--- config.mk ---
export PLATFORM = sky130hd
export DESIGN_NAME = mmu
export DESIGN_NICKNAME = d
export VERILOG_FILES = /design/src/logic/mmu_pkg.sv /design/src/logic/tlb.sv /design/src/logic/ptw.sv /design/src/logic/mmu.sv
export VERILOG_INCLUDE_DIRS = /design/src /design/src/logic
export SDC_FILE = /design/constraint.sdc
export NUM_CORES = 1
export LEC_CHECK = 0
export BUFFER_PORTS_ARGS = -buffer_cell sky130_fd_sc_hd__buf_2
export CORE_MARGIN = 2
export CORE_UTILIZATION = 56
export DETAILED_ROUTE_END_ITERATION = 12
export HOLD_SLACK_MARGIN = 0.15
export PLACE_DENSITY = 0.77
export REMOVE_ABC_BUFFERS = 1
export SYNTH_ARGS = -nofsm -noshare
export SYNTH_HDL_FRONTEND = slang
export SYNTH_HIERARCHICAL = 1
export SYNTH_SLANG_ARGS = --single-unit
--- constraint.sdc ---
create_clock -name clk -period 9.73 [get_ports clk]
set_input_delay 0.973 -clock clk [delete_from_list [all_inputs] [get_ports clk]]
set_output_delay 0.973 -clock clk [all_outputs]
set_load 0.05 [all_outputs]
--- src/logic/mmu_macros.svh ---
`ifndef MMU_MACROS_SVH
`define MMU_MACROS_SVH

// Sv32 address widths
`define VALEN       32
`define PALEN       34

// Page number widths for 4 KiB pages
// VPN splits into two 10-bit table indices
`define PPNLEN      22
`define VPNLEN      20

// Entries in each TLB
// Fully associative with round-robin refill
`define TLB_ENTRIES 4

`endif

--- src/logic/mmu_pkg.sv ---
`include "mmu_macros.svh"

package mmu_pkg;

    // Sv32 page table entry
    // Flag bits sit in the low byte, as in memory
    typedef struct packed {
        logic [`PPNLEN-1:0] ppn;
        logic [1:0]         rsw;
        logic               d;
        logic               a;
        logic               g;
        logic               u;
        logic               x;
        logic               w;
        logic               r;
        logic               v;
    } pte_t;

    // Payload stored per instruction TLB entry
    typedef struct packed {
        logic x;
    } iperm_t;

    // Payload stored per data TLB entry
    typedef struct packed {
        logic r;
        logic w;
        logic d;
    } dperm_t;

    // One-cycle page fault pulses
    typedef struct packed {
        logic inst;
        logic load;
        logic store;
    } fault_t;

    // Which TLB the current walk refills
    typedef enum logic {
        WALK_I = 1'b0,
        WALK_D = 1'b1
    } walk_src_e;

endpackage

--- src/logic/tlb.sv ---
`include "mmu_macros.svh"

module tlb #(
    parameter type perm_t = logic
) (
    input  logic                  clk,
    input  logic                  arst_n_i,

    // Lookup from the requester
    input  logic                  req_i,
    input  logic [`VALEN-1:0]     vaddr_i,
    input  logic                  en_i,
    input  logic                  flush_i,

    // Refill from the walker
    input  logic                  refill_i,
    input  logic [`VPNLEN-1:0]    refill_vpn_i,
    input  mmu_pkg::pte_t         refill_pte_i,
    input  perm_t                 refill_perm_i,
    input  logic                  refill_4m_i,

    output logic                  hit_o,
    output logic                  miss_o,
    output logic [`PALEN-1:0]     paddr_o
);

    localparam int IDX_W = (`TLB_ENTRIES > 1) ? $clog2(`TLB_ENTRIES) : 1;

    // Entry storage
    logic [`TLB_ENTRIES-1:0]   valid_q;
    logic [`TLB_ENTRIES-1:0]   sp_q;
    logic [`VPNLEN-1:0]        vpn_q  [`TLB_ENTRIES];
    logic [`PPNLEN-1:0]        ppn_q  [`TLB_ENTRIES];
    perm_t                     perm_q [`TLB_ENTRIES];
    logic [IDX_W-1:0]          victim_q;

    // Lookup
    logic [`VPNLEN-1:0]        vpn;
    logic [`TLB_ENTRIES-1:0]   match;
    logic                      any_match;
    logic [`PPNLEN-1:0]        hit_ppn;
    logic                      hit_sp;
    logic [`PALEN-1:0]         xlat_paddr;

    assign vpn = vaddr_i[`VALEN-1:12];

    // VPN[1] always compares, VPN[0] only for 4 KiB entries
    always_comb begin
        for (int i = 0; i < `TLB_ENTRIES; i++) begin
            match[i] = valid_q[i]
                && (vpn_q[i][`VPNLEN-1:10] == vpn[`VPNLEN-1:10])
                && (sp_q[i] || (vpn_q[i][9:0] == vpn[9:0]));
        end
    end

    assign any_match = |match;

    // Lowest matching entry wins
    always_comb begin
        hit_ppn = '0;
        hit_sp  = 1'b0;
        for (int i = `TLB_ENTRIES - 1; i >= 0; i--) begin
            if (match[i]) begin
                hit_ppn = ppn_q[i];
                hit_sp  = sp_q[i];
            end
        end
    end

    // Superpage keeps vaddr[21:12] as part of the offset
    always_comb begin
        xlat_paddr = {hit_ppn, vaddr_i[11:0]};
        if (hit_sp) begin
            xlat_paddr[21:12] = vaddr_i[21:12];
        end
    end

    // Bare mode passes the address straight through
    assign paddr_o = en_i ? xlat_paddr : {{(`PALEN-`VALEN){1'b0}}, vaddr_i};
    assign hit_o   = en_i ? (req_i & any_match) : req_i;
    assign miss_o  = en_i & req_i & ~any_match;

    // Valid bits and round-robin victim
    always_ff @(posedge clk or negedge arst_n_i) begin
        if (!arst_n_i) begin
            valid_q  <= '0;
            victim_q <= '0;
        end else if (flush_i) begin
            valid_q <= '0;
        end else if (refill_i) begin
            valid_q[victim_q] <= 1'b1;
            if (victim_q == IDX_W'(`TLB_ENTRIES - 1)) begin
                victim_q <= '0;
            end else begin
                victim_q <= victim_q + 1'b1;
            end
        end
    end

    // Entry contents, written with the valid bit
    always_ff @(posedge clk) begin
        if (refill_i && !flush_i) begin
            vpn_q[victim_q]  <= refill_vpn_i;
            ppn_q[victim_q]  <= refill_pte_i.ppn;
            sp_q[victim_q]   <= refill_4m_i;
            perm_q[victim_q] <= refill_perm_i;
        end
    end

endmodule

--- src/logic/ptw.sv ---
`include "mmu_macros.svh"

module ptw (
    input  logic                  clk,
    input  logic                  arst_n_i,

    // Misses and addresses from both TLBs
    input  logic                  i_miss_i,
    input  logic                  d_miss_i,
    input  logic [`VALEN-1:0]     i_vaddr_i,
    input  logic [`VALEN-1:0]     d_vaddr_i,
    input  logic                  st_req_i,

    // CSR state
    input  logic                  mxr_i,
    input  logic [`PPNLEN-1:0]    satp_ppn_i,
    input  logic                  flush_i,

    // Page table reads
    input  logic                  dmem_valid_i,
    input  mmu_pkg::pte_t         dmem_rdata_i,
    output logic                  dmem_req_o,
    output logic [`PALEN-1:0]     dmem_addr_o,

    // Refill towards the TLBs
    output logic                  i_refill_o,
    output logic                  d_refill_o,
    output logic [`VPNLEN-1:0]    refill_vpn_o,
    output mmu_pkg::pte_t         refill_pte_o,
    output logic                  refill_4m_o,
    output mmu_pkg::iperm_t       i_perm_o,
    output mmu_pkg::dperm_t       d_perm_o,

    output mmu_pkg::fault_t       page_fault_o
);

    import mmu_pkg::*;

    typedef enum logic [2:0] {
        S_IDLE,
        S_L1_RD,
        S_L1_WT,
        S_L0_RD,
        S_L0_WT,
        S_DONE
    } state_e;

    // Control state
    state_e               state_q;
    walk_src_e            src_q;
    logic                 drop_q;
    logic                 dmem_req_q;
    logic                 i_refill_q;
    logic                 d_refill_q;
    fault_t               fault_q;

    // Walk payload
    logic [`VALEN-1:0]    vaddr_q;
    logic [`PALEN-1:0]    dmem_addr_q;
    pte_t                 pte_q;
    logic                 lvl1_q;

    logic                 rsp_ok;
    logic                 in_wait;
    logic                 at_l1;
    logic                 src_miss;
    logic                 pte_leaf;
    logic                 pte_ptr;
    logic                 fmt_bad;
    logic                 perm_bad;
    logic                 leaf_fault;
    fault_t               fault_bits;

    // A response owed to a flushed walk is swallowed
    assign rsp_ok   = dmem_valid_i & ~drop_q;
    assign in_wait  = (state_q == S_L1_WT) || (state_q == S_L0_RD) || (state_q == S_L0_WT);
    assign at_l1    = (state_q == S_L1_WT);
    assign src_miss = (src_q == WALK_I) ? i_miss_i : d_miss_i;

    assign pte_leaf = dmem_rdata_i.r | dmem_rdata_i.x;
    assign pte_ptr  = at_l1 & dmem_rdata_i.v & ~dmem_rdata_i.w & ~pte_leaf;

    // Entry format checks
    always_comb begin
        fmt_bad = !dmem_rdata_i.v || (dmem_rdata_i.w && !dmem_rdata_i.r);
        // Nothing left to walk below level 0
        if (!pte_leaf && !at_l1) begin
            fmt_bad = 1'b1;
        end
        // Superpage must be 4 MiB aligned
        if (pte_leaf && at_l1 && (dmem_rdata_i.ppn[9:0] != '0)) begin
            fmt_bad = 1'b1;
        end
    end

    // Access checks against the leaf
    always_comb begin
        if (src_q == WALK_I) begin
            perm_bad = !dmem_rdata_i.x;
        end else if (st_req_i) begin
            perm_bad = !dmem_rdata_i.w || !dmem_rdata_i.d;
        end else begin
            perm_bad = !(dmem_rdata_i.r || (dmem_rdata_i.x && mxr_i));
        end
        // No hardware A update
        perm_bad = perm_bad || !dmem_rdata_i.a;
    end

    assign leaf_fault = fmt_bad | (pte_leaf & perm_bad);

    always_comb begin
        fault_bits = '0;
        if (src_q == WALK_I) begin
            fault_bits.inst = 1'b1;
        end else if (st_req_i) begin
            fault_bits.store = 1'b1;
        end else begin
            fault_bits.load = 1'b1;
        end
    end

    always_ff @(posedge clk or negedge arst_n_i) begin
        if (!arst_n_i) begin
            state_q    <= S_IDLE;
            src_q      <= WALK_I;
            drop_q     <= 1'b0;
            dmem_req_q <= 1'b0;
            i_refill_q <= 1'b0;
            d_refill_q <= 1'b0;
            fault_q    <= '0;
        end else begin
            // All strobes are single cycle
            dmem_req_q <= 1'b0;
            i_refill_q <= 1'b0;
            d_refill_q <= 1'b0;
            fault_q    <= '0;
            if (flush_i) begin
                state_q <= S_IDLE;
                // Remember a read still in flight
                drop_q  <= dmem_valid_i ? (drop_q & in_wait) : (drop_q | in_wait);
            end else begin
                if (dmem_valid_i) begin
                    drop_q <= 1'b0;
                end
                case (state_q)
                    S_IDLE: begin
                        // Fetch side first
                        if (i_miss_i) begin
                            src_q   <= WALK_I;
                            state_q <= S_L1_RD;
                        end else if (d_miss_i) begin
                            src_q   <= WALK_D;
                            state_q <= S_L1_RD;
                        end
                    end
                    S_L1_RD: begin
                        dmem_req_q <= 1'b1;
                        state_q    <= S_L1_WT;
                    end
                    S_L1_WT, S_L0_WT: begin
                        if (rsp_ok) begin
                            if (pte_ptr) begin
                                dmem_req_q <= 1'b1;
                                state_q    <= S_L0_RD;
                            end else begin
                                state_q <= S_DONE;
                                if (leaf_fault) begin
                                    fault_q <= fault_bits;
                                end else if (src_q == WALK_I) begin
                                    i_refill_q <= 1'b1;
                                end else begin
                                    d_refill_q <= 1'b1;
                                end
                            end
                        end
                    end
                    S_L0_RD: begin
                        state_q <= S_L0_WT;
                    end
                    S_DONE: begin
                        // Hold until the requester stops missing
                        if (!src_miss) begin
                            state_q <= S_IDLE;
                        end
                    end
                    default: begin
                        state_q <= S_IDLE;
                    end
                endcase
            end
        end
    end

    // Address and entry payload
    always_ff @(posedge clk) begin
        if (state_q == S_IDLE && (i_miss_i || d_miss_i)) begin
            vaddr_q <= i_miss_i ? i_vaddr_i : d_vaddr_i;
        end
        if (state_q == S_L1_RD) begin
            dmem_addr_q <= {satp_ppn_i, vaddr_q[`VALEN-1:22], 2'b00};
        end else if (rsp_ok && pte_ptr) begin
            dmem_addr_q <= {dmem_rdata_i.ppn, vaddr_q[21:12], 2'b00};
        end
        if (rsp_ok) begin
            pte_q  <= dmem_rdata_i;
            lvl1_q <= at_l1;
        end
    end

    assign dmem_req_o   = dmem_req_q;
    assign dmem_addr_o  = dmem_addr_q;
    assign i_refill_o   = i_refill_q;
    assign d_refill_o   = d_refill_q;
    assign refill_vpn_o = vaddr_q[`VALEN-1:12];
    assign refill_pte_o = pte_q;
    // Leaf found at level 1 is a superpage
    assign refill_4m_o  = lvl1_q;
    assign i_perm_o.x   = pte_q.x;
    assign d_perm_o.r   = pte_q.r;
    assign d_perm_o.w   = pte_q.w;
    assign d_perm_o.d   = pte_q.d;
    assign page_fault_o = fault_q;

endmodule

--- src/logic/mmu.sv ---
`include "mmu_macros.svh"

module mmu (
    input  logic                  clk,
    input  logic                  arst_n_i,

    // Instruction fetch
    input  logic                  i_req_i,
    input  logic [`VALEN-1:0]     i_vaddr_i,
    output logic                  i_hit_o,
    output logic [`PALEN-1:0]     i_paddr_o,

    // Load/store
    input  logic                  d_req_i,
    input  logic                  st_req_i,
    input  logic [`VALEN-1:0]     d_vaddr_i,
    output logic                  d_hit_o,
    output logic [`PALEN-1:0]     d_paddr_o,

    // CSR state and flush
    input  logic                  en_vaddr_i,
    input  logic                  en_ld_st_vaddr_i,
    input  logic                  mxr_i,
    input  logic [`PPNLEN-1:0]    satp_ppn_i,
    input  logic                  tlb_flush_i,

    output mmu_pkg::fault_t       page_fault_o,

    // Page table reads from data memory
    output logic                  dmem_req_o,
    output logic [`PALEN-1:0]     dmem_addr_o,
    input  logic                  dmem_valid_i,
    input  mmu_pkg::pte_t         dmem_rdata_i
);

    import mmu_pkg::*;

    logic                 i_miss;
    logic                 d_miss;
    logic                 i_refill;
    logic                 d_refill;
    logic [`VPNLEN-1:0]   refill_vpn;
    pte_t                 refill_pte;
    logic                 refill_4m;
    iperm_t               i_perm;
    dperm_t               d_perm;

    // Instruction TLB keeps only the execute bit
    tlb #(
        .perm_t         (iperm_t)
    ) itlb0 (
        .clk            (clk),
        .arst_n_i       (arst_n_i),
        .req_i          (i_req_i),
        .vaddr_i        (i_vaddr_i),
        .en_i           (en_vaddr_i),
        .flush_i        (tlb_flush_i),
        .refill_i       (i_refill),
        .refill_vpn_i   (refill_vpn),
        .refill_pte_i   (refill_pte),
        .refill_perm_i  (i_perm),
        .refill_4m_i    (refill_4m),
        .hit_o          (i_hit_o),
        .miss_o         (i_miss),
        .paddr_o        (i_paddr_o)
    );

    // Data TLB has its own enable for MPRV-style cases
    tlb #(
        .perm_t         (dperm_t)
    ) dtlb0 (
        .clk            (clk),
        .arst_n_i       (arst_n_i),
        .req_i          (d_req_i),
        .vaddr_i        (d_vaddr_i),
        .en_i           (en_ld_st_vaddr_i),
        .flush_i        (tlb_flush_i),
        .refill_i       (d_refill),
        .refill_vpn_i   (refill_vpn),
        .refill_pte_i   (refill_pte),
        .refill_perm_i  (d_perm),
        .refill_4m_i    (refill_4m),
        .hit_o          (d_hit_o),
        .miss_o         (d_miss),
        .paddr_o        (d_paddr_o)
    );

    // Shared walker for both TLBs
    ptw ptw0 (
        .clk            (clk),
        .arst_n_i       (arst_n_i),
        .i_miss_i       (i_miss),
        .d_miss_i       (d_miss),
        .i_vaddr_i      (i_vaddr_i),
        .d_vaddr_i      (d_vaddr_i),
        .st_req_i       (st_req_i),
        .mxr_i          (mxr_i),
        .satp_ppn_i     (satp_ppn_i),
        .flush_i        (tlb_flush_i),
        .dmem_valid_i   (dmem_valid_i),
        .dmem_rdata_i   (dmem_rdata_i),
        .dmem_req_o     (dmem_req_o),
        .dmem_addr_o    (dmem_addr_o),
        .i_refill_o     (i_refill),
        .d_refill_o     (d_refill),
        .refill_vpn_o   (refill_vpn),
        .refill_pte_o   (refill_pte),
        .refill_4m_o    (refill_4m),
        .i_perm_o       (i_perm),
        .d_perm_o       (d_perm),
        .page_fault_o   (page_fault_o)
    );

endmodule

* Word level (Yosys, flattened, before mapping)
Memories as Yosys holds them, arrays and structs flattened.
Index checks and enable logic that the tools add are counted.
** Word-level totals
- Input bits :: 128
- ROM bits :: 0
- Latch bits :: 0
- Logic and storage cells :: 226
- Register bits after elaboration :: 118
- Memories :: 4
- Output and inout port bits :: 108
- Memory bits (writable) :: 336
** Cells by class
- $add $sub $neg :: 2
- Reduce and logical (&&, ||, !) cells :: 66
- Divide/modulo/power cells :: 0
- Order comparisons :: 4
- Equality and inequality tests :: 26
- Bitwise operators :: 23
- $mul :: 0
- Shift-type cells :: 0
- Mux-type cells :: 82
** Memories
- dtlb0.ppn_q :: words 4, bits a word 22, read ports 4, clocked after memory_dff 0, wr ports 1, line tlb.sv:33 : logic [`PPNLEN-1:0] ppn_q [`TLB_ENTRIES];
- itlb0.ppn_q :: words 4, bits a word 22, read ports 4, clocked after memory_dff 0, wr ports 1, line tlb.sv:33
- dtlb0.vpn_q :: words 4, bits a word 20, read ports 4, clocked after memory_dff 0, wr ports 1, line tlb.sv:32 : logic [`VPNLEN-1:0] vpn_q [`TLB_ENTRIES];
- itlb0.vpn_q :: words 4, bits a word 20, read ports 4, clocked after memory_dff 0, wr ports 1, line tlb.sv:32
** Operators by type and width (count)
- 22-bit 2-to-1 mux :: 8
- 10-bit == test :: 16
- 34-bit 2-to-1 mux :: 4
- 1-bit 2-to-1 mux :: 43
- 3-bit 2-to-1 mux :: 11
- 32-bit 2-to-1 mux :: 1
- 1-bit logical AND :: 27
- 10-bit 2-to-1 mux :: 2
- 4-bit 2-to-1 mux :: 4
- 1-bit logical OR :: 15
- 3-bit case mux with 5 select lines :: 1
- 1-bit bitwise AND :: 12
- 1-bit logical NOT :: 10
- 10-bit nonzero test :: 1
- 2-bit nonzero test :: 5
- 4-bit bitwise mux :: 2
- 4-bit OR :: 2
- 4-bit OR reduction :: 2
- 3-bit by 2-bit == test with 1-bit output (second input constant) :: 2
- 3-bit == test (second input constant) :: 2
- 2-bit by 3-bit less-than comparator with 1-bit output (second input constant) :: 2
- 2-bit 2-to-1 mux :: 3
- 1-bit NOT :: 6
- 3-bit AND reduction :: 2
- other kinds (13) :: 20

* Depth between registers and ports, before layout
Gate-level depths: netlist (run 1).
- Word-level depth :: 13
- Gate-level depth with buffers :: 13
- Gate-level depth less buffers :: 11

* Cells and area by module
The synthesis (run 1) kept the hierarchy.
** Modules (own cells, without submodules)
- tlb :: area each 7617.3 µm², instances 2, cells an instance 527, seq. area each 5315.1 µm²
- ptw :: area each 3920.0 µm², instances 1, cells an instance 222, seq. area each 2827.7 µm²

* Least setup slack after synthesis (run 1)
OpenSTA, ideal clock, no wires.
- Path kind :: input port to flip-flop
- Start point :: in i_vaddr_i[15]
- End point :: reg ptw0.vaddr_q[12], enable pin
- Setup slack :: 4521 ps
- Required time :: 9282 ps
- Arrival time :: 4761 ps
- Setup time :: 448 ps
- Cell stages on the path :: 11
- Path buffers :: 3
- Path through :: clkbuf_1 -> xor2_1 -> nor4_2 -> a31oi_1 -> o22a_1 -> nand4b_1 -> nor2_1 -> clkbuf_1 -> clkbuf_1 -> nor2_1 -> nor4_1
** Between the ends
- Word-level cells in the longest chain between the ends :: 8
- Elaborated cells between the ends (all ways) :: 17
- Classes of those cells :: eq/ne (4); bitwise (2); reduce/logical (11)
** Ends and longest elaborated chain
- start: declaration :: line mmu.sv:9 : input logic [`VALEN-1:0] i_vaddr_i,
- 10-bit == test :: line tlb.sv:52 : && (sp_q[i] || (vpn_q[i][9:0] == vpn[9:0]));
- 1-bit logical OR :: line tlb.sv:52
- 1-bit logical AND :: line tlb.sv:50 : match[i] = valid_q[i]
- 4-bit OR reduction (*) :: line tlb.sv:56 : assign any_match = |match;
- 1-bit NOT (*) :: line tlb.sv:81 : assign miss_o = en_i & req_i & ~any_match;
- 1-bit bitwise AND (*) :: line tlb.sv:81
- via i_miss :: line mmu.sv:38 : logic i_miss;
- 1-bit logical OR (*) :: line ptw.sv:196 : if (state_q == S_IDLE && (i_miss_i || d_miss_i)) begin
- 1-bit logical AND (*) :: line ptw.sv:196
- end signal: assignment :: line ptw.sv:197 : vaddr_q <= i_miss_i ? i_vaddr_i : d_vaddr_i;
- end: declaration :: line ptw.sv:58 : logic [`VALEN-1:0] vaddr_q;
The timed path passes the listed nets; every way through them passes the cells marked *.
A chain may end at the register's enable or synchronous reset.

* Worst setup path after layout (run 1)
- Start point :: in i_vaddr_i[20]
- End point :: out i_paddr_o[14]
** Between the ends
- Word-level cells in the longest chain between the ends :: 9
- Elaborated cells between the ends (all ways) :: 22
- Classes of those cells :: eq/ne (4); mux (10); reduce/logical (8)
** Ends and longest elaborated chain
- 10-bit == test :: line tlb.sv:52
- 1-bit logical OR :: line tlb.sv:52
- 1-bit logical AND :: line tlb.sv:50
- 22-bit 2-to-1 mux / 1-bit 2-to-1 mux (equally long branches) (4 in a row) :: line tlb.sv:63 : if (match[i]) begin
- 10-bit 2-to-1 mux (*) :: line tlb.sv:73 : if (hit_sp) begin
- 34-bit 2-to-1 mux (*) :: line tlb.sv:79 : assign paddr_o = en_i ? xlat_paddr : {{(`PALEN-`VALEN){1'b0}}, vaddr_i};
- end: declaration :: line mmu.sv:11 : output logic [`PALEN-1:0] i_paddr_o,
Mark *: on every way between the ends. The rest lies on a longest branch, timed or not.

==> results of run 1 <==
[worst max path at each step]
stage	from	cells past startpoint	end	slack, ps
floorplan	d_vaddr_i[19]	7	d_paddr_o[22]	4210
global placement	i_vaddr_i[28]	10	i_paddr_o[22]	4400
detailed placement	i_vaddr_i[28]	10	i_paddr_o[31]	4350
CTS	i_vaddr_i[28]	10	i_paddr_o[31]	4330
global route	i_vaddr_i[28]	10	i_paddr_o[31]	4100
finish	i_vaddr_i[20]	9	i_paddr_o[14]	4280
[power by group through the flow]
stage / clock [uW] / combinational [uW] / sequential (uW)
2_1_floorplan: 0 / 145 / 2260
3_3_place_gp: 0 / 301 / 2240
3_5_place_dp: 0 / 306 / 2240
4_1_cts: 1680 / 308 / 2200
5_1_grt: 1750 / 324 / 2210
6_report: 1660 / 307 / 2200
[flip-flops by register name, indices dropped and copies added (netlist names), 2 cells and up]
name / flops
ptw0/dmem_addr_o: 32
itlb0/vpn_q: 80
ptw0/page_fault_o: 3
itlb0/valid_q: 4
dtlb0/victim_q: 2
ptw0/state_q: 3
dtlb0/valid_q: 4
itlb0/victim_q: 2
dtlb0/ppn_q: 88
dtlb0/vpn_q: 80
itlb0/ppn_q: 88
ptw0/refill_pte_o: 22
itlb0/sp_q: 4
dtlb0/sp_q: 4
ptw0/vaddr_q: 20
[worst register-to-register path, delay by kind of cell (launching register included)]
kind | cells | cell delay, ps
and+or+nand+nor | 5 | 680
DFF | 1 | 400
buffers and inverters | 2 | 840
xor gates and xnor gates | 1 | 200
AOI/OAI and AO/OA | 2 | 740
[per-stage QoR]
stage / area, um2 / utilization / std cells / setup slack [ps]
2_1_floorplan: 18220 / - / 1153 / 4213
3_3_place_gp: 19880 / 0.5974 / 1803 / 4400
3_5_place_dp: 19880 / 0.5974 / 1803 / 4348
4_1_cts: 21310 / 0.6403 / 1885 / 4331
5_1_grt: 21310 / 0.6404 / 1886 / 4102
6_report: 21310 / 0.6404 / 1886 / 4279
[routing by layer]
metal	global-route usage	part of all wire	vias up
li1	-	-	4979
met1	0.3604	0.39	5664
met2	0.4337	0.48	669
met3	0.04972	0.10	98
met4	0.08761	0.029	0
met5	0	0	-
[area by class of cell]
type	count	area, um2	area share
well taps	448	560.5	0.02630
inverters	14	57.56	0.002700
multi-input cells	697	5041	0.2365
diodes	1	2.502	0.0001174
clock buffers	63	1254	0.05882
flip-flops and latches	442	13160	0.6174
clock inverters	19	176.4	0.008278
repair buffers	202	1064	0.04990
==> flow_summary_export.csv, run 1 <==
group,metric,value,unit
worst_setup_path,critPathBufInv,2,
routing,drc,0,
routing,vias,11410,
routing,routed_wirelength,46510,um
finish,final_cell_mix,"edfxtp_1, buf_2, xnor2_1",
timing,hold_viol,0,
global_routing,grt_pass1_wl,68890,um
timing,relSlewSlack,0.2349,
floorplan,die-height,187.3,um
routing,drt_iter0_drc,1349,
floorplan,die-area,0.03510,mm2
cts,root_buffer,"clkbuf_16",
cts,ctsHoldBuffers,0,
worst_setup_path,cp_slowest_cell,"or4_1",
finish,nNetsFinal,1537,
worst_setup_path,cp_data_required_time,8760,ps
power_and_ir_drop,p_sw_frac,0.2290,
placement,dp_hpwl,30130,um
yosys,synth.yosys.warnings,6,
worst_setup_path,worst_ep_arrival_time,4480,ps
timing,final.min_clock_period,5451,ps
run,cap_violations,0,
cts,htree_levels,2,
timing,post-route-period-util,0.5602,
power_and_ir_drop,vdd_drop_max,178.3,uV
min_path,hp-class,"in -> async",
global_routing,first_global_vias,11320,
global_routing,gr-total-overflow,0,
power_and_ir_drop,total_power,4172,uW
power_and_ir_drop,p_per_area,195.8,mW/mm2
cts,path_clk_slew,60,ps
floorplan,coreArea,0.03328,mm2
power_and_ir_drop,switchingPower,955.3,uW
routing,final_antenna_net_count,0,
routing,viasPerCell,6.050,
finish,syn_to_final_growth,13.22,%
worst_setup_path,worstPathMaxFanout,11,
timing,setup_viol,0,
global_routing,grt_max_degree,45,
timing,tns,0,ps
worst_setup_path,reg2reg_depth,10,
timing,tightest_slew,1143,ps
cts,cts_buffers,44,
floorplan,row_count,67,
finish,nFillCells,2367,
worst_setup_path,ff2ff_setup_slack,6500,ps
yosys,syn_inst,1262,
status,outcome,"complete, no violations",
power_and_ir_drop,power_leakage,0.007297,uW
global_routing,grt_util_all_layers,0.2646,
cts,clk_latency,540,ps
floorplan,io-pin-count,236,
floorplan,initial_core_util,0.5656,
worst_setup_path,critPathLaunchType,"input pin",
power_and_ir_drop,seqPwrFrac,0.528,
yosys,postSynthAreaPerCell,14.92,um2
cts,cts_tree,"done",
timing,hold_slack,437.2,ps
worst_setup_path,cp-end-kind,"primary output",
finish,drive_gt1_frac,0.2561,
routing,wire_per_inst,24.66,um
worst_setup_path,crit_family,"simple AND/OR/NAND/NOR gates",
worst_setup_path,cp_cell_sequence,"buf_2, xor2_1, nor4_1, a31oi_1, or4_1, and2_1, a311oi_1, mux2_2, buf_2",
cts,cts_sinks,442,
finish,final_common_cell,"edfxtp_1",
power_and_ir_drop,p_comb_frac,0.074,
power_and_ir_drop,p_int,3217,uW
worst_setup_path,critPathKind,"in -> out",
placement,portBuffers,181,
yosys,netlist_area,0.01882,mm2
worst_setup_path,critPathMaxStageDelay,880,ps
timing,rsz0062_at_grt,"no",
cts,cts_resized,0,
global_routing,antenna_found_initial,1,
timing,finClkSkew,15.51,ps
cts,clk_path_buf_depth,3,
worst_setup_path,r2r-start,"itlb0/vpn_q[0][2]",
power_and_ir_drop,p_clk_frac,0.399,
floorplan,die_w,187.3,um
timing,drv_slew,0,
worst_setup_path,critPathMostFrequentCell,"buf_2",
routing,firstDrtPassIters,6,
placement,place.gp.congestion,0.9316,
worst_setup_path,r2r-end,"ptw0/vaddr_q[12]",
cts,post_cts_buffers,0,
timing,fmax,183.5,MHz
No activity file was read; power rests on OpenSTA's default activity.
==> run 2: changes to the inputs <==
==> constraint.sdc (replaced) <==
create_clock -name clk -period 5.7 [get_ports clk]
set_input_delay 0.57 -clock clk [delete_from_list [all_inputs] [get_ports clk]]
set_output_delay 0.57 -clock clk [all_outputs]
set_load 0.05 [all_outputs]
==> run 2 against run 1 <==
Clock power increased by 75%; final cell count about the same; combinational power increased by 71%; wire length increased by 1.1%; sequential share of layout area decreased by 0.087 points; register-to-register slack got worse by 4100 ps; critical path depth decreased by 1; clock skew increased by 7.3 ps; worst setup slack got worse by 3200 ps; largest cell class unchanged; largest power group unchanged; highest routed layer is now met5.
==> flow_summary_export.csv, run 2 (synthesis results as in run 1) <==
group,metric,value,unit
finish,final_cell_mix,"edfxtp_1, buf_2, xnor2_1",
timing,setup_viol,0,
timing,relSlewSlack,0.2189,
worst_setup_path,critPathLaunchType,"flip-flop",
floorplan,die_w,187.3,um
placement,portBuffers,181,
routing,wire_per_inst,24.94,um
timing,hold_viol,0,
floorplan,die-area,0.03510,mm2
placement,dp.cells,1802,
power_and_ir_drop,p_per_area,336.8,mW/mm2
routing,viasPerCell,6.091,
timing,tns,0,ps
placement,place.gp.congestion,0.8752,
cts,clk_path_buf_depth,3,
cts,cts_tree,"done",
timing,rsz0062_at_grt,"no",
finish,syn_to_final_growth,13.38,%
cts,cts_resized,0,
power_and_ir_drop,vdd_drop_max,280.0,uV
cts,post_cts_buffers,0,
routing,routed_wirelength,47020,um
timing,fmax,216.8,MHz
cts,ctsHoldBuffers,1,
global_routing,first_global_vias,11290,
cts,cts_buffers,45,
cts,clk_latency,560,ps
routing,firstDrtPassIters,8,
global_routing,grt_util_all_layers,0.2639,
finish,drive_gt1_frac,0.2575,
run,cap_violations,0,
status,outcome,"complete, no violations",
timing,hold_slack,208.4,ps
finish,largestRegisters,"dtlb0/ppn_q x88, itlb0/ppn_q x88",
timing,drv_slew,0,
timing,final.min_clock_period,4613,ps
worst_setup_path,ff2ff_setup_slack,2420,ps
floorplan,initial_core_util,0.5656,
routing,drt_iter0_drc,1422,
finish,nNetsFinal,1538,
global_routing,grt_pass1_wl,68870,um
floorplan,io-pin-count,236,
global_routing,antenna_found_initial,1,
routing,final_antenna_net_count,0,
timing,tightest_slew,1172,ps
cts,htree_levels,2,
routing,vias,11480,
placement,dp_hpwl,30340,um
worst_setup_path,worstPathMaxFanout,11,
power_and_ir_drop,power_leakage,0.007305,uW
finish,num_antenna_cells,0,
floorplan,row_count,67,
worst_setup_path,critPathKind,"reg -> out",
worst_setup_path,worst_ep_arrival_time,4040,ps
min_path,hp-class,"in -> reg",
timing,post-route-period-util,0.8094,
timing,setup_ws,1087,ps
worst_setup_path,cp-end-kind,"primary output",
finish,final_common_cell,"edfxtp_1",
cts,cts_sinks,442,
floorplan,coreArea,0.03328,mm2
finish,final-instance-count-excl-fill,1885,
placement,pre_cts_ws,1295,ps
timing,finClkSkew,22.82,ps
global_routing,grt_max_degree,45,
global_routing,gr-total-overflow,0,
floorplan,die-height,187.3,um
worst_setup_path,cp_data_required_time,5130,ps
cts,root_buffer,"clkbuf_16",
routing,drc,0,
cts,path_clk_slew,60,ps
[run 2: where the power goes]
| group | internal (uW) | total (uW) | switching, uW | leakage, uW |
|---|---|---|---|---|
| combinational | 160 | 526 | 366 | 0.00250 |
| sequential | 3660 | 3760 | 97.8 | 0.00410 |
| clock | 1680 | 2900 | 1220 | 0.000710 |
[run 2: final timing paths]
check / end / start / cells past startpoint
max: i_paddr_o[14] / itlb0/vpn_q[0][8] / 8
min: ptw0/refill_pte_o[22] / dmem_rdata_i[22] / 1
max reg2reg: ptw0/vaddr_q[21] / itlb0/vpn_q[0][2] / 8
min reg2reg: itlb0/valid_q[2] / itlb0/valid_q[2] / 1
max in group asynchronous: itlb0/victim_q[1] / arst_n_i / 2
min in group asynchronous: itlb0/valid_q[0] / arst_n_i / 2
[run 2: area by class of cell]
type	instances	area, um2
inverter	14	57.56
timing repair buffer	202	1066
fill	2349	11940
clock buffer	57	1201
clock inverter	25	259.0
multi-input combinational	697	5041
sequential	442	13160
tap	448	560.5
[run 2: per-layer routing]
metal | global-route usage | wire, um | vias to the layer above
li1 | - | - | 4989
met1 | 0.3560 | 17930 | 5681
met2 | 0.4385 | 22850 | 726
met3 | 0.05666 | 5248 | 84
met4 | 0.07112 | 979 | 2
met5 | 0 | 13 | -
[run 2: critical path: stages (launching register included)]
cell and delay (ps):
edfxtp_1 380, xor2_1 160, nor4_1 420, a31oi_1 250, or4_1 850, and2_1 420, a311oi_1 500, mux2_2 260
buf_2 260
[run 2: stage by stage]
step / util / cell area [um2] / total power [uW]
floorplan: - / 18220 / 4104
global placement: 0.5971 / 19870 / 4332
detailed placement: 0.5971 / 19870 / 4346
CTS: 0.6413 / 21340 / 7197
global route: 0.6413 / 21340 / 7371
finish: 0.6413 / 21340 / 7188
==> run 3: changes to the inputs <==
--- a/config.mk
+++ b/config.mk
@@ -8,7 +8,7 @@
 export LEC_CHECK = 0
 export BUFFER_PORTS_ARGS = -buffer_cell sky130_fd_sc_hd__buf_2
 export CORE_MARGIN = 2
-export CORE_UTILIZATION = 56
+export CORE_UTILIZATION = 53
 export DETAILED_ROUTE_END_ITERATION = 12
 export HOLD_SLACK_MARGIN = 0.15
 export PLACE_DENSITY = 0.77
==> constraint.sdc (replaced) <==
create_clock -name clk -period 4.15 [get_ports clk]
set_input_delay 0.415 -clock clk [delete_from_list [all_inputs] [get_ports clk]]
set_output_delay 0.415 -clock clk [all_outputs]
set_load 0.05 [all_outputs]
==> run 3 against run 2 <==
Register-to-register slack worse by 1400 ps; flip-flop and latch count stayed put; core utilization is 2.9 points lower; design area is 1.3% higher; wire length is 4.2% higher; die area is 5.5% higher; first-iteration DRC count is 4.9% lower; via count is 2.3% higher; combinational power is 42% higher; worst setup slack worse by 970 ps; critical path type unchanged; highest routed layer unchanged.
==> flow_summary_export.csv, run 3 (synthesis results as in run 1) <==
group,metric,value,unit
routing,routed-wl-met3,4335,um
worst_setup_path,cp_cell_sequence,"xor2_1, nor4_2, a31oi_1, buf_4, nor4_4, buf_4, nand2_1, a31oi_1, buf_2",
finish,finish.utilization,0.6121,
finish,largestRegisters,"dtlb0/ppn_q x88, itlb0/ppn_q x88",
timing,final.min_clock_period,4038,ps
routing,firstDrtPassIters,5,
finish,final_common_cell,"edfxtp_1",
power_and_ir_drop,total_power,9669,uW
timing,tns,0,ps
routing,vias,11750,
placement,dp.cells,1828,
global_routing,antenna_found_initial,2,
placement,portBuffers,181,
worst_setup_path,critPathMaxStageDelay,580,ps
timing,tightest_slew,1224,ps
cts,cts_sinks,442,
min_path,hold_depth,2,
status,outcome,"complete, no violations",
finish,final_area,0.02161,mm2
timing,drv_slew,0,
finish,num_antenna_cells,0,
global_routing,grt_util_all_layers,0.2666,
cts,path_clk_slew,60,ps
timing,relSlewSlack,0.1843,
routing,routed_wirelength,49000,um
power_and_ir_drop,vdd_drop_max,370.2,uV
timing,hold_viol,0,
cts,clk_path_buf_depth,3,
timing,finClkSkew,17.94,ps
finish,nNetsFinal,1576,
cts,clk_latency,540,ps
worst_setup_path,reg2reg_depth,10,
run,cap_violations,0,
finish,drive_gt1_frac,0.2592,
worst_setup_path,critPathKind,"reg -> out",
cts,root_buffer,"clkbuf_16",
cts,cts_tree,"done",
floorplan,io-pin-count,236,
power_and_ir_drop,power_leakage,0.007449,uW
routing,drt_iter0_drc,1353,
timing,fmax,247.7,MHz
routing,wire_per_inst,25.32,um
timing,post-route-period-util,0.9729,
finish,syn_to_final_growth,14.82,%
finish,final_cell_mix,"edfxtp_1, buf_2, xnor2_1",
global_routing,grt_pass1_wl,71930,um
floorplan,die-area,0.03704,mm2
worst_setup_path,critPathLaunchType,"flip-flop",
global_routing,grt_max_degree,45,
timing,setup_viol,0,
routing,m1WireLength,18920,um
routing,highest_layer,"met5",
floorplan,die_w,192.5,um
worst_setup_path,cp_slowest_cell,"nor4_4",
worst_setup_path,worstPathMaxFanout,14,
floorplan,die-height,192.5,um
finish,final-instance-count-excl-fill,1935,
global_routing,gr-total-overflow,0,
routing,wl_met2,24350,um
routing,drc,0,
floorplan,row_count,69,
placement,dp_hpwl,32390,um
routing,viasPerCell,6.073,
min_path,hp-class,"in -> reg",
power_and_ir_drop,p_per_area,447.3,mW/mm2
routing,final_antenna_net_count,0,
placement,place.gp.congestion,0.8811,
floorplan,coreArea,0.03531,mm2
cts,htree_levels,2,
placement,dpl_cell_area,0.02000,mm2
cts,cts_resized,0,
worst_setup_path,cp-end-kind,"primary output",
worst_setup_path,worst_ep_arrival_time,3620,ps
worst_setup_path,cp_data_required_time,3730,ps
floorplan,initial_core_util,0.5331,
cts,cts_buffers,45,
global_routing,first_global_vias,11940,
timing,rsz0062_at_grt,"no",
run 3: cell types whose count changed in the layout (fill, tap and decap cells not counted), sizes merged:
cell	previous run	this run
buf	201	215
clkinv	16	25
clkinvlp	3	1
inv	16	14
bufinv	4	1
dlygate4sd3	1	25
clkbuf	57	54
run 3: report_power, final:
part           switching [uW]  internal (uW)
logic                     513            236
clock network            1630           2120
registers                 137           5030
run 3: stage by stage:
| stage | worst slack (ps) | hold slack, ps |
|---|---|---|
| after floorplan | -672.6 | 119.4 |
| after global placement | 424.7 | 458.5 |
| after detailed placement | 443.9 | 461.8 |
| after CTS | 57.23 | 153.8 |
| after global routing | 25.48 | 155.6 |
| final | 112.4 | 166.4 |
run 3: path summary, 6_finish.rpt:
path,start,end,slack [ps]
worst min register to register,itlb0/valid_q[1],itlb0/valid_q[1],480
worst min-delay path,satp_ppn_i[16],ptw0/dmem_addr_o[28],170
max in group asynchronous,arst_n_i,ptw0/page_fault_o[2],3300
worst max-delay path,itlb0/vpn_q[0][4],i_paddr_o[31],110
worst max register to register,itlb0/vpn_q[0][4],ptw0/vaddr_q[20],1010
min in group asynchronous,arst_n_i,itlb0/valid_q[2],430
run 3: routing by layer:
metal	up-vias	global-route usage
met5	-	0
met4	2	0.08573
met3	106	0.05219
met2	688	0.4524
met1	5916	0.3471
li1	5039	-
run 3: layout make-up:
| cell class | count | area (um2) |
|---|---|---|
| multi-input cells | 697 | 5041 |
| well taps | 461 | 576.8 |
| flip-flops and latches | 442 | 13160 |
| inverters | 14 | 57.56 |
| clock inverters | 27 | 155.1 |
| fillers | 2580 | 13700 |
| repair buffers | 240 | 1424 |
| clock buffers | 54 | 1202 |
run 3: what timing repair did:
item / CTS / global route
setup endpoints to repair: 0 / 6
hold buffers: 25 / 0
endpoints found under the hold margin: 47 / 0
setup buffers: 0 / 1
run 3: worst max-delay path: cells and delay by family (launching register included):
kind | cells | cell delay (ps)
AND/OR/NAND/NOR | 3 | 1060
buffers and inverters | 3 | 890
AO/OA/AOI/OAI | 2 | 560
flip-flops | 1 | 400
XOR/XNOR | 1 | 180
